File: src/hw/sync_fifo.sv
//////////////////////////////////////////////////
// Synchronous first-word-fall-through FIFO
// Full, almost-full and empty flags
//////////////////////////////////////////////////

`timescale 1ns/1ps
`default_nettype none

module sync_fifo #(
	parameter int WIDTH    = 8,
	parameter int DEPTH    = 16,
	parameter int HEADROOM = 2
) (
	input  wire              clock,
	input  wire              rstn,
	input  wire              push,
	input  wire  [WIDTH-1:0] data_in,
	input  wire              pop,
	output logic [WIDTH-1:0] data_out,
	output logic             full,
	output logic             alfull,
	output logic             empty
);

	localparam int PTR_BITS   = (DEPTH > 1) ? $clog2(DEPTH) : 1;
	localparam int COUNT_BITS = $clog2(DEPTH + 1);

	logic [WIDTH-1:0]      mem [DEPTH];
	logic [PTR_BITS-1:0]   wr_ptr;
	logic [PTR_BITS-1:0]   rd_ptr;
	logic [COUNT_BITS-1:0] count;
	logic                  do_push;
	logic                  do_pop;

	assign do_push = push && !full;
	assign do_pop  = pop && !empty;

	assign full     = (count == COUNT_BITS'(DEPTH));
	assign alfull   = (count >= COUNT_BITS'(DEPTH - HEADROOM));
	assign empty    = (count == '0);
	assign data_out = mem[rd_ptr];

	// Storage only, no reset
	always_ff @(posedge clock) begin
		if (do_push) begin
			mem[wr_ptr] <= data_in;
		end
	end

	always_ff @(posedge clock or negedge rstn) begin
		if (!rstn) begin
			wr_ptr <= '0;
			rd_ptr <= '0;
			count  <= '0;
		end else begin
			if (do_push) begin
				wr_ptr <= (wr_ptr == PTR_BITS'(DEPTH - 1)) ? '0 : wr_ptr + 1'b1;
			end
			if (do_pop) begin
				rd_ptr <= (rd_ptr == PTR_BITS'(DEPTH - 1)) ? '0 : rd_ptr + 1'b1;
			end
			// Simultaneous push and pop leave the count alone
			if (do_push && !do_pop) begin
				count <= count + 1'b1;
			end else if (do_pop && !do_push) begin
				count <= count - 1'b1;
			end
		end
	end

endmodule

`default_nettype wire

File: config.mk
export PLATFORM = sky130hd
export DESIGN_NAME = sync_fifo
export DESIGN_NICKNAME = d
export VERILOG_FILES = /design/src/hw/sync_fifo.sv
export SDC_FILE = /design/constraint.sdc
export NUM_CORES = 1
export LEC_CHECK = 0
export CAP_MARGIN = 40
export CELL_PAD_IN_SITES_DETAIL_PLACEMENT = 2
export CELL_PAD_IN_SITES_GLOBAL_PLACEMENT = 2
export CORE_MARGIN = 5
export CORE_UTILIZATION = 50
export CTS_BUF_LIST = sky130_fd_sc_hd__clkbuf_8
export CTS_CLUSTER_DIAMETER = 50
export DETAILED_ROUTE_END_ITERATION = 8
export DONT_BUFFER_PORTS = 1
export PLACE_DENSITY = 0.93
export SLEW_MARGIN = 20
export SYNTH_ARGS = -nofsm -noshare
export SYNTH_HDL_FRONTEND = slang
export SYNTH_SLANG_ARGS = --single-unit
File: constraint.sdc
create_clock -name clock -period 8.2 [get_ports clock]
set_input_delay 1.64 -clock clock [delete_from_list [all_inputs] [get_ports clock]]
set_output_delay 1.64 -clock clock [all_outputs]
set_load 0.05 [all_outputs]
==> qor.csv <==
stage;metric;value;unit
synthesis;synth.top_cell.area_share;0.649;
synthesis;most_frequently_used_flop_master_after_synthesis;sky130_fd_sc_hd__edfxtp_1;
finish;antenna_cells;0;
synthesis;yosysUniqueCellTypes;38;
power;cellLeakagePower;2.24;nW
finish;final.fill_count;976;
synthesis;syn_avg_cell_area;18.1;sq um
cts;holdBufCountCts;0;
synthesis;synth_edf_count;128;
synthesis;ys_async_sr_fraction;0.0922;
global_routing;groute.layer.met1.usage;0.346;
power;cell_internal_pwr;1.47;mW
global_routing;global_route.peak_usage_layer;met2;
route;drt_iter0_drc;376;
cts;cts_post_setup_buffers_inserted;0;
power;netSwitchingFraction;0.394;
power;p_switching;0.954;mW
floorplanning;floorplan.core_area;11500;sq um
place;routability_congestion_estimate;0.768;
timing;fin_worst_hold_slack;535;ps
finish;area_growth;10.4;%
floorplanning;die_width;119;microns
worst_setup_path;setup.worst_path.class;register to output port;
worst_setup_path;startpoint_type;register;
timing;final.min_clock_period;4680;ps
floorplanning;rows;39;
place;post_dp_cell_area;6100;sq um
flow_run;cap_viol_max_count;0;
synthesis;synth_area_leader_cell;sky130_fd_sc_hd__edfxtp_1;
synthesis;syn-cell-area;5920;sq um
timing;grt_setup_unrepaired;no;
cts;htree_num_levels;4;
place;io_buffer_count;0;
global_routing;maximum_number_of_pins_on_one_net_before_global_route_repair;29;
worst_setup_path;rr_startpoint;count[1]$_DFFE_PN0P_;
route;number_of_vias_in_the_routed_layout;3105;
global_routing;grt_remaining_overflow;0;
finish;post_route_cells_drive_above_1_share;0.284;
timing;highest_achievable_clock_rate;214;MHz
global_routing;first_pass_grt_wire_length;24.9;mm
timing;slew_limit_headroom;0.463;
worst_setup_path;worst_setup_path_startpoint;rd_ptr[1]$_DFFE_PN0P_;
route;detail-route-antenna-nets;0;
power;p_comb_frac;0.372;
floorplanning;initial_core_util;0.514;
floorplanning;io_pins;23;
route;drc_errors;0;
global_routing;antenna_found_initial;0;
cts;clk-insertion-delay-late;450;ps
global_routing;gr_util_met3;0.0611;
worst_setup_path;timing.critical_path.fanout_max;28;
synthesis;synthesis.instances;327;
synthesis;postSynthRegisterBits;141;
worst_setup_path;worst_path_max_delay_cell;sky130_fd_sc_hd__dfrtp_2;
cts;cts_root_buf;sky130_fd_sc_hd__clkbuf_8;
worst_setup_path;cp.required;6560;ps
worst_hold_path;timing.hold.worst.start;count[0]$_DFFE_PN0P_;
power;clkPwrFrac;0.219;
finish;postLayoutCellArea;6540;sq um
floorplanning;floorplan.die_area;14100;sq um
cts;cts-buffers-inserted;17;
cts;cts.repair.resized;0;
synthesis;post_synth_main_area_contributors;sky130_fd_sc_hd__edfxtp_1 65%, sky130_fd_sc_hd__mux4_2 9.1%, sky130_fd_sc_hd__dfrtp_1 5.5%;
worst_setup_path;endpoint_kind;output port;
global_routing;grtUsageMet2;0.409;
finish;final_layout_net_count;372;
timing;max_slew.worst_pin.slew;802;ps
global_routing;grt.total_usage;0.254;
cts;clk_path_buf_depth;2;
synthesis;yosysWarningCount;0;
timing;finalCritPeriodShare;0.571;
global_routing;first_global_vias;3486;
worst_setup_path;timing.critical_path.slowest_cell_delay;690;ps
worst_hold_path;min_path_type;register to register;
worst_setup_path;timing.critical_path.cells;buf_4 -> mux2_2 -> o221ai_2 -> o21ai_1 -> a221o_1;
route;drtPass1Iterations;5;
cts;clkSlewWorstSetupHoldPaths;80;ps
power;power_per_cell_area;371;nW/um^2
timing;report.final.slew_viol_count;0;
timing;skew;11.4;ps
timing;setup-violations-final;0;
route;route.detailed.vias_per_inst;6.14;
finish;seqCellArea;4170;sq um
power;max-vdd-ir-drop;0.207;mV
cts;tritoncts_num_sinks;141;
synthesis;postSynthNetCount;349;
timing;final-hold-violation-count;0;
finish;multiInputGateArea;1590;sq um
floorplanning;die_height;119;microns
power;power.share.sequential;0.409;
cts;cts_tree;done;
worst_setup_path;arrival;3040;ps
synthesis;ys_seq_area_frac;0.704;
place;post-dp-hpwl;11.5;mm
route;route.final.wire_length;17.1;mm
timing;final.setup.tns;0;ps
route;avgRoutedWirePerCell;33.7;microns
run_status;result_of_the_run;completed;
-- registers in the layout, indices dropped and copies added, names as in the netlist --
register / flops
rd_ptr: 4
wr_ptr: 4
mem: 128
count: 5
-- through the flow --
step	setup slack, ps	util	power (mW)	cells
finish	3520	0.568	2.42	506
global route	3420	0.568	2.53	506
CTS	3470	0.561	2.43	498
detailed placement	3960	0.530	1.89	466
global placement	4100	0.521	1.78	455
floorplan	4820	-	1.66	327
-- cells in the final DEF (no fill, tap or decap), types with 4 or more instances in the layout --
| cell type | count |
|---|---|
| sky130_fd_sc_hd__a221o_1 | 8 |
| sky130_fd_sc_hd__o21ai_1 | 12 |
| sky130_fd_sc_hd__mux2_2 | 5 |
| sky130_fd_sc_hd__buf_4 | 17 |
| sky130_fd_sc_hd__mux4_2 | 24 |
| sky130_fd_sc_hd__xnor2_1 | 4 |
| sky130_fd_sc_hd__mux2_4 | 10 |
| sky130_fd_sc_hd__nor2b_1 | 9 |
| sky130_fd_sc_hd__nand3_1 | 4 |
| sky130_fd_sc_hd__nor2_1 | 16 |
| sky130_fd_sc_hd__nand2_1 | 15 |
| sky130_fd_sc_hd__inv_1 | 18 |
| sky130_fd_sc_hd__o221ai_2 | 8 |
| sky130_fd_sc_hd__a21o_1 | 4 |
| sky130_fd_sc_hd__edfxtp_1 | 128 |
| sky130_fd_sc_hd__ha_1 | 9 |
| sky130_fd_sc_hd__clkbuf_8 | 17 |
| sky130_fd_sc_hd__dfrtp_1 | 11 |
| sky130_fd_sc_hd__nor3_2 | 4 |
-- cell families after synthesis --
family / after synthesis / share of synthesized area
AOI/OAI and AO/OA: 41 / 0.0583
xor gates and xnor gates: 6 / 0.00888
buffers and inverters: 32 / 0.0315
muxes: 41 / 0.130
DFF: 141 / 0.704
adders and majority gates: 10 / 0.0224
and+or+nand+nor: 56 / 0.0450
-- worst paths after layout --
path	slack (ps)	to	depth (start not counted)
max in group asynchronous	7250	rd_ptr[1]$_DFFE_PN0P_	0
min reg2reg	540	count[0]$_DFFE_PN0P_	1
max reg2reg	4560	count[4]$_DFFE_PN0P_	10
max	3520	data_out[1]	5
min	540	count[0]$_DFFE_PN0P_	1
min in group asynchronous	870	rd_ptr[0]$_DFFE_PN0P_	0
-- power by group through the flow --
stage / logic, mW / registers [mW] / clock network (mW)
floorplan: 0.742 / 0.923 / 0
global placement: 0.753 / 1.02 / 0
detailed placement: 0.868 / 1.02 / 0
CTS: 0.886 / 1.00 / 0.538
global route: 0.952 / 1.00 / 0.578
finish: 0.902 / 0.991 / 0.531
-- cells in the mapped netlist (3+ instances only) --
library cell                 n
sky130_fd_sc_hd__mux4_2     24
sky130_fd_sc_hd__ha_1        9
sky130_fd_sc_hd__inv_1      15
sky130_fd_sc_hd__a21oi_1     3
sky130_fd_sc_hd__buf_6       5
sky130_fd_sc_hd__nand3_1     4
sky130_fd_sc_hd__edfxtp_1  128
sky130_fd_sc_hd__nor2_1     16
sky130_fd_sc_hd__xnor2_1     4
sky130_fd_sc_hd__o21ai_1    12
sky130_fd_sc_hd__nand2_1    15
sky130_fd_sc_hd__nor3_1      5
sky130_fd_sc_hd__mux2_4     10
sky130_fd_sc_hd__buf_2       4
sky130_fd_sc_hd__a21o_1      4
sky130_fd_sc_hd__nor2b_1     9
sky130_fd_sc_hd__mux2_2      5
sky130_fd_sc_hd__o21ai_0     3
sky130_fd_sc_hd__dfrtp_1    13
sky130_fd_sc_hd__o221ai_2    8
sky130_fd_sc_hd__a221o_1     8
sky130_fd_sc_hd__nand2b_1    3
-- final cells by class --
type                    count  area share
clock inverters            15      0.0205
flip-flops and latches    141       0.638
repair buffers             20      0.0266
inverters                  16     0.00919
multi-input cells         154       0.242
well taps                 143      0.0274
clock buffers              17      0.0358
-- per-layer routing --
metal  part of all wire  vias up
met1               0.41     1628
met5                  0        -
met3              0.069       22
met2               0.51      124
met4              0.016        0
li1                   -     1331
-- worst max-delay path, delay by kind of cell, from the launching register on --
kind                   cells  cell delay, ps
AO/OA/AOI/OAI              3             960
flip-flops                 1             690
buffers and inverters      1             500
multiplexers               1             410
Power figures use the tool's default switching activity.
