[src/hw/write_engine_pkg.sv]
//////////////////////////////////////////////////
// Write engine shared definitions
// Widths, buffer depths and command codes
// Tag, half line, WED, command and packet structs
// Size and ordering attribute mapping functions
//////////////////////////////////////////////////

`default_nettype none

package write_engine_pkg;

	//////////////////////////////////////////////////
	// Sizes and constants
	//////////////////////////////////////////////////

	localparam int DATA_FIFO_DEPTH = 16;
	localparam int CMD_FIFO_DEPTH  = 8;
	// Two pipeline stages plus one pop in flight
	localparam int CMD_HEADROOM    = 3;

	localparam logic [3:0] CU_ID_WRITE  = 4'h3;
	localparam logic [7:0] CMD_WRITE_NA = 8'h20;
	localparam logic [7:0] CMD_WRITE_MS = 8'h21;

	typedef logic [63:0] addr_t;
	typedef logic [63:0] half_data_t;
	typedef logic [7:0]  real_size_t;
	typedef logic [11:0] cmd_size_t;
	typedef logic [2:0]  abt_t;
	typedef logic [31:0] byte_count_t;

	localparam abt_t ABT_STRICT = 3'd0;

	//////////////////////////////////////////////////
	// Structs
	//////////////////////////////////////////////////

	typedef struct packed {
		addr_t      address_offset;
		real_size_t real_size;
		logic [3:0] cu_id;
	} write_tag_t;

	typedef struct packed {
		logic       valid;
		write_tag_t tag;
		half_data_t data;
	} data_half_t;

	typedef struct packed {
		logic        valid;
		addr_t       array_base;
		// Bit 4 selects MS, bits 2..0 the abt
		logic [15:0] afu_config;
	} wed_t;

	typedef struct packed {
		logic full;
		logic alfull;
		logic empty;
	} buffer_status_t;

	typedef struct packed {
		logic       valid;
		logic [7:0] command;
		addr_t      address;
		cmd_size_t  size;
		abt_t       abt;
		write_tag_t tag;
	} write_command_t;

	typedef struct packed {
		write_command_t command;
		half_data_t     data_0;
		half_data_t     data_1;
	} write_packet_t;

	typedef struct packed {
		logic       valid;
		real_size_t real_size;
	} write_response_t;

	//////////////////////////////////////////////////
	// Mapping functions
	//////////////////////////////////////////////////

	// Smallest power of two covering the real size
	function automatic cmd_size_t cmd_size_for(input real_size_t real_size);
		cmd_size_t size;
		size = cmd_size_t'(128);
		for (int i = 7; i >= 0; i--) begin
			if (int'(real_size) <= (1 << i)) begin
				size = cmd_size_t'(1 << i);
			end
		end
		return size;
	endfunction

	// Config codes above 4 are not legal attributes
	function automatic abt_t abt_map(input logic [2:0] config_abt);
		if (config_abt > 3'd4) begin
			return ABT_STRICT;
		end
		return abt_t'(config_abt);
	endfunction

endpackage

`default_nettype wire

[src/hw/sync_fifo.sv]
//////////////////////////////////////////////////
// Synchronous first-word-fall-through FIFO
// Full, almost-full and empty flags
//////////////////////////////////////////////////

`timescale 1ns/1ps
`default_nettype none

module sync_fifo #(
	parameter int WIDTH    = 8,
	parameter int DEPTH    = 16,
	parameter int HEADROOM = 2
) (
	input  wire              clock,
	input  wire              rstn,
	input  wire              push,
	input  wire  [WIDTH-1:0] data_in,
	input  wire              pop,
	output logic [WIDTH-1:0] data_out,
	output logic             full,
	output logic             alfull,
	output logic             empty
);

	localparam int PTR_BITS   = (DEPTH > 1) ? $clog2(DEPTH) : 1;
	localparam int COUNT_BITS = $clog2(DEPTH + 1);

	logic [WIDTH-1:0]      mem [DEPTH];
	logic [PTR_BITS-1:0]   wr_ptr;
	logic [PTR_BITS-1:0]   rd_ptr;
	logic [COUNT_BITS-1:0] count;
	logic                  do_push;
	logic                  do_pop;

	assign do_push = push && !full;
	assign do_pop  = pop && !empty;

	assign full     = (count == COUNT_BITS'(DEPTH));
	assign alfull   = (count >= COUNT_BITS'(DEPTH - HEADROOM));
	assign empty    = (count == '0);
	assign data_out = mem[rd_ptr];

	// Storage only, no reset
	always_ff @(posedge clock) begin
		if (do_push) begin
			mem[wr_ptr] <= data_in;
		end
	end

	always_ff @(posedge clock or negedge rstn) begin
		if (!rstn) begin
			wr_ptr <= '0;
			rd_ptr <= '0;
			count  <= '0;
		end else begin
			if (do_push) begin
				wr_ptr <= (wr_ptr == PTR_BITS'(DEPTH - 1)) ? '0 : wr_ptr + 1'b1;
			end
			if (do_pop) begin
				rd_ptr <= (rd_ptr == PTR_BITS'(DEPTH - 1)) ? '0 : rd_ptr + 1'b1;
			end
			// Simultaneous push and pop leave the count alone
			if (do_push && !do_pop) begin
				count <= count + 1'b1;
			end else if (do_pop && !do_push) begin
				count <= count - 1'b1;
			end
		end
	end

endmodule

`default_nettype wire

[src/hw/write_engine_control.sv]
//////////////////////////////////////////////////
// Write engine control
// Buffers and pairs the two half lines
// Builds write commands from the latched WED
// Accumulates completed response bytes
//////////////////////////////////////////////////

`timescale 1ns/1ps
`default_nettype none

module write_engine_control (
	input  wire                                clock,
	input  wire                                rstn,
	input  wire                                enabled_in,
	input  wire write_engine_pkg::wed_t          wed_in,
	input  wire write_engine_pkg::data_half_t    data_0_in,
	input  wire write_engine_pkg::data_half_t    data_1_in,
	input  wire write_engine_pkg::write_response_t response_in,
	input  wire write_engine_pkg::buffer_status_t  cmd_buffer_status,
	output write_engine_pkg::buffer_status_t       data_buffer_status,
	output logic                                 packet_push,
	output write_engine_pkg::write_packet_t        packet_data,
	output write_engine_pkg::byte_count_t          bytes_done
);

	logic                             enabled;
	logic                             data_pop;
	write_engine_pkg::wed_t           wed_latched;
	write_engine_pkg::data_half_t     head_0;
	write_engine_pkg::data_half_t     head_1;
	write_engine_pkg::buffer_status_t fifo_0_status;
	write_engine_pkg::buffer_status_t fifo_1_status;
	write_engine_pkg::write_packet_t  packet_next;
	write_engine_pkg::write_packet_t  stage_1;

	assign data_buffer_status = fifo_0_status;

	//////////////////////////////////////////////////
	// WED latch and enable
	//////////////////////////////////////////////////

	always_ff @(posedge clock or negedge rstn) begin
		if (!rstn) begin
			wed_latched <= '0;
		end else if (wed_in.valid) begin
			wed_latched <= wed_in;
		end
	end

	always_ff @(posedge clock or negedge rstn) begin
		if (!rstn) begin
			enabled <= 1'b0;
		end else begin
			enabled <= enabled_in;
		end
	end

	//////////////////////////////////////////////////
	// Response byte counter
	//////////////////////////////////////////////////

	always_ff @(posedge clock or negedge rstn) begin
		if (!rstn) begin
			bytes_done <= '0;
		end else if (response_in.valid) begin
			bytes_done <= bytes_done + write_engine_pkg::byte_count_t'(response_in.real_size);
		end
	end

	//////////////////////////////////////////////////
	// Command formation
	//////////////////////////////////////////////////

	// Whole line present and room downstream
	assign data_pop = !fifo_0_status.empty && !fifo_1_status.empty &&
		!cmd_buffer_status.alfull && enabled;

	always_comb begin
		packet_next                   = '0;
		packet_next.command.valid     = 1'b1;
		packet_next.command.address   = wed_latched.array_base + head_0.tag.address_offset;
		packet_next.command.size      = write_engine_pkg::cmd_size_for(head_0.tag.real_size);
		packet_next.command.abt       = write_engine_pkg::abt_map(wed_latched.afu_config[2:0]);
		packet_next.command.tag       = head_0.tag;
		packet_next.command.tag.cu_id = write_engine_pkg::CU_ID_WRITE;
		if (wed_latched.afu_config[4]) begin
			packet_next.command.command = write_engine_pkg::CMD_WRITE_MS;
		end else begin
			packet_next.command.command = write_engine_pkg::CMD_WRITE_NA;
		end
		packet_next.data_0 = head_0.data;
		packet_next.data_1 = head_1.data;
	end

	// Stage 1 holds the formed command, stage 2 drives the push
	always_ff @(posedge clock or negedge rstn) begin
		if (!rstn) begin
			stage_1     <= '0;
			packet_data <= '0;
			packet_push <= 1'b0;
		end else begin
			stage_1     <= data_pop ? packet_next : '0;
			packet_data <= stage_1;
			packet_push <= stage_1.command.valid;
		end
	end

	//////////////////////////////////////////////////
	// Half line buffers
	//////////////////////////////////////////////////

	sync_fifo #(
		.WIDTH   ($bits(write_engine_pkg::data_half_t)),
		.DEPTH   (write_engine_pkg::DATA_FIFO_DEPTH),
		.HEADROOM(write_engine_pkg::CMD_HEADROOM)
	) u_data_0_fifo (
		.clock   (clock),
		.rstn    (rstn),
		.push    (data_0_in.valid),
		.data_in (data_0_in),
		.pop     (data_pop),
		.data_out(head_0),
		.full    (fifo_0_status.full),
		.alfull  (fifo_0_status.alfull),
		.empty   (fifo_0_status.empty)
	);

	sync_fifo #(
		.WIDTH   ($bits(write_engine_pkg::data_half_t)),
		.DEPTH   (write_engine_pkg::DATA_FIFO_DEPTH),
		.HEADROOM(write_engine_pkg::CMD_HEADROOM)
	) u_data_1_fifo (
		.clock   (clock),
		.rstn    (rstn),
		.push    (data_1_in.valid),
		.data_in (data_1_in),
		.pop     (data_pop),
		.data_out(head_1),
		.full    (fifo_1_status.full),
		.alfull  (fifo_1_status.alfull),
		.empty   (fifo_1_status.empty)
	);

endmodule

`default_nettype wire

[config.mk]
export PLATFORM = sky130hd
export DESIGN_NAME = write_engine_control
export DESIGN_NICKNAME = d
export VERILOG_FILES = /design/src/hw/write_engine_pkg.sv /design/src/hw/sync_fifo.sv /design/src/hw/write_engine_control.sv
export SDC_FILE = /design/constraint.sdc
export NUM_CORES = 2
export LEC_CHECK = 0
export BUFFER_PORTS_ARGS = -buffer_cell sky130_fd_sc_hd__buf_2
export CAP_MARGIN = 40
export CORE_ASPECT_RATIO = 0.5
export CORE_MARGIN = 3
export CORE_UTILIZATION = 55
export DETAILED_ROUTE_END_ITERATION = 16
export GPL_TIMING_DRIVEN = 0
export HOLD_SLACK_MARGIN = 0.06
export PLACE_DENSITY = 0.77
export SLEW_MARGIN = 40
export SYNTH_ARGS = -nofsm -noshare
export SYNTH_HDL_FRONTEND = slang
export SYNTH_MEMORY_MAX_BITS = 65536
export SYNTH_SLANG_ARGS = --single-unit
[constraint.sdc]
create_clock -name clock -period 10.9 [get_ports clock]
set_input_delay 2.18 -clock clock [delete_from_list [all_inputs] [get_ports clock]]
set_output_delay 2.18 -clock clock [all_outputs]
set_load 0.02 [all_outputs]
==> out/metrics.cfg <==
[run_status]
outcome=finished, final reports clean

[global_routing]
grt_max_degree=108
grt_pass1_wl_mm=564.9
overflow=0
grt_pass1_vias=80730
grt_antenna_before_repair=110
grt_use_total=0.2884

[timing]
period_minus_slack_ns=7.714
drv_slew=0
final_hold_viol_count=0
slew_headroom=0.3842
worstMarginPinSlew_ns=0.9004
setup_tns_ns=0
rsz0062_at_grt=no
finalSetupViolCount=0
finClkSkew_ns=0.08043
max_freq_mhz=129.6
final.period_utilization=0.7077

[cts]
postCtsHoldBufs=0
cts-resized-gates=0
cts_root_buffer=clkbuf_16
cts_tree=built
cts-buffers-inserted=329
clkTransAtPathRegs_ns=0.07
clk_latency_ns=0.90
post_cts_buffers=0
clock_sinks=3881
cts_buffer_depth=4
ctsHtreeMaxLevel=5

[detailed_routing]
drtPass1Iterations=8
wl_mm=399.2
drc=0
vias=81500
drt_iter0_drc=11150
final_antenna_net_count=0
wire_per_inst_um=31.25
viasPerCell=6.380

[place]
place_congestion=0.9321
place.port_buffers=597
place_hpwl_mm=267.6

[synthesis]
synth_cells=7651
synth.distinct_cells=78
ys_seq_area_frac=0.7729
ys_ff_latch=3881
avgSynthCellArea_sq_um=19.13
yosys-top-cells-area=edfxtp_1, dfrtp_1, mux4_2, mux2i_1, o221ai_1
synth_edf_count=3200
synth_area_leader_cell=edfxtp_1
async_flop_share=0.1755
yosys_warnings=0
synth_ff_type=edfxtp_1
synth_top_area_share=0.6565
syn_area_sq_mm=0.1464

[setup_path]
r2r-start=u_data_0_fifo.rd_ptr[1]
required_ns=11.64
r2r_end=stage_1[272]
worst_setup_path_end_kind=flop
reg2reg_depth=18
crit_fanout=10
start_kind=flop
critPathKind=flop to flop
cp-startpoint=u_data_0_fifo.rd_ptr[1]
timing.critical_path.to=stage_1[272]
r2r_setup_slack_ns=3.19
cp.arrival_ns=8.46

[floorplanning]
fp.dieH_um=370.8
ios=706
rows=133
start_util=0.5550
die_area_sq_mm=0.2727
core_sq_mm=0.2638
die_w_um=735.6

[power]
combinationalPowerShare=0.342
switchingPower_w=0.01621
power.density_mw_per_mm2=270.2
seqPwrFrac=0.400
cellLeakagePower_nw=61.32
power_w=0.04615
clkPwrFrac=0.259
peakVddDrop_uv=163.0
p_sw_frac=0.3513
internal_power_w=0.02993

[run]
drv_cap=0

[final_layout]
layout-drive-gt1-share=0.2453
area_growth_pct=16.67
final_nets=9401

[hold_path]
holdCritPathClass=flop to flop

registers in the layout (all words and copies together), names as in the netlist:
signal,cells
u_data_1_fifo.count,5
u_data_0_fifo.mem,2176
u_data_1_fifo.wr_ptr,4
enabled,1
u_data_0_fifo.count,5
u_data_0_fifo.wr_ptr,4
bytes_done,32
packet_data,277
wed_latched,68
u_data_0_fifo.rd_ptr,4
u_data_1_fifo.mem,1024
stage_1,277
u_data_1_fifo.rd_ptr,4
worst min path at each step:
stage,startpoint,end,depth (start not counted)
2_1_floorplan,stage_1[0],packet_data[0],0
3_3_place_gp,stage_1[34],packet_data[34],0
3_5_place_dp,stage_1[115],packet_data[115],0
4_1_cts,stage_1[243],packet_data[243],0
5_1_grt,stage_1[243],packet_data[243],0
6_report,stage_1[82],packet_data[82],0
area by class of cell:
cell class / count / area [sq um]
multi-input cells: 3295 / 31500
flip-flops and latches: 3881 / 113100
diodes: 62 / 155.1
fillers: 16970 / 92980
well taps: 3510 / 4392
clock inverters: 170 / 1640
repair buffers: 937 / 8584
plain buffers: 434 / 1989
inverters: 52 / 195.2
clock buffers: 433 / 9186
worst max-delay path, cell delays in order, from the launching register on:
cell and delay, ns:
dfrtp_1 0.36, buf_2 0.35, buf_2 0.34, clkbuf_1 0.67, clkbuf_2 0.66, clkbuf_2 0.56
mux4_2 0.39, a22oi_1 0.21, nand2_1 0.25, ha_1 0.35, a211oi_1 0.49, o211ai_1 0.19
a221oi_2 0.62, o31ai_2 0.31, a2111oi_0 0.85, a21oi_1 0.28, a21boi_1 0.35, xor2_1 0.22
nor2_1 0.07
synthesized netlist by cell type, types with 5 or more instances:
library cell and number:
a31oi_1 8, nor4_1 6, clkbuf_1 260, nand4_1 30, a211oi_1 141, buf_2 98, o221ai_1 197, mux4_2 399
a221oi_1 147, o211ai_1 7, a21oi_1 221, dfrtp_1 681, nand2_1 287, xnor2_1 65, o31ai_1 5, and3_1 13
xor2_1 33, a21o_1 40, nand2b_1 18, o21bai_1 12, o21ai_0 191, a22oi_1 73, or3_1 5, nor3_1 39
inv_1 51, nor2b_1 9, mux2i_1 740, buf_4 22, nor2_1 119, edfxtp_1 3200, buf_1 51, mux2_2 138
and2_1 12, nand3_1 28, ha_1 89, o21a_1 9, o22ai_1 131
metal layers:
metal / routed length (um) / part of all wire / GRT usage / vias to the layer above
li1: - / - / - / 33570
met1: 141100 / 0.35 / 0.3684 / 41680
met2: 196000 / 0.49 / 0.4721 / 5188
met3: 40170 / 0.10 / 0.06346 / 1023
met4: 21740 / 0.054 / 0.1443 / 28
met5: 184 / 0.00046 / 0 / -
cell usage in the layout (no fill, tap or decap), types with 35 or more instances in the layout:
| cell | Yosys | final |
|---|---|---|
| o22ai_1 | 131 | 131 |
| buf_8 | 0 | 104 |
| inv_1 | 51 | 51 |
| clkbuf_8 | 0 | 35 |
| a21o_1 | 40 | 40 |
| buf_4 | 22 | 62 |
| clkinv_1 | 0 | 41 |
| clkinv_2 | 0 | 64 |
| o21ai_0 | 191 | 190 |
| edfxtp_1 | 3200 | 3200 |
| mux2_2 | 138 | 138 |
| mux4_2 | 399 | 399 |
| a221oi_1 | 147 | 147 |
| dfrtp_1 | 681 | 681 |
| nor2_1 | 119 | 95 |
| clkbuf_1 | 260 | 237 |
| buf_16 | 0 | 103 |
| nand2_1 | 287 | 287 |
| a22oi_1 | 73 | 73 |
| xnor2_1 | 65 | 65 |
| a211oi_1 | 141 | 141 |
| clkbuf_16 | 0 | 339 |
| o221ai_1 | 197 | 197 |
| ha_1 | 89 | 89 |
| diode_2 | 0 | 62 |
| a21oi_1 | 221 | 221 |
| buf_6 | 3 | 70 |
| clkbuf_2 | 0 | 83 |
| buf_2 | 98 | 740 |
| mux2i_1 | 740 | 740 |
stage by stage:
| step | instance area [sq um] | setup slack (ns) | hold WS, ns | util | std cells |
|---|---|---|---|---|---|
| final | 170800 | 3.186 | 0.3366 | 0.6475 | 12770 |
| after detailed placement | 159800 | 3.607 | 0.3347 | 0.6057 | 12110 |
| after global routing | 170700 | 3.148 | 0.3331 | 0.6473 | 12760 |
| after global placement | 153800 | -7.798 | 0.3312 | 0.5832 | 11770 |
| after CTS | 170600 | 3.512 | 0.3160 | 0.6468 | 12710 |
| after floorplan | 146400 | 1.830 | 0.3312 | - | 7662 |
power by group through the flow:
stage	registers (W)	logic [W]	clock network, W
6_report	0.0184	0.0158	0.0119
5_1_grt	0.0185	0.0166	0.0126
4_1_cts	0.0184	0.0156	0.0120
3_5_place_dp	0.0187	0.0154	0
3_3_place_gp	0.0191	0.0145	0
2_1_floorplan	0.0191	0.00908	0
kinds of logic after synthesis:
family                   after synthesis  synth area share
flip-flops                          3881            0.7729
multiplexers                        1279            0.1230
AO/OA/AOI/OAI                       1223           0.05803
AND/OR/NAND/NOR                      590           0.01807
buffers and inverters                486           0.01402
XOR/XNOR                              98          0.005864
adder cells (fa/ha/maj)               93          0.008154
other                                  1        0.00002562
Note: power is estimated with default switching activity, not from simulation.
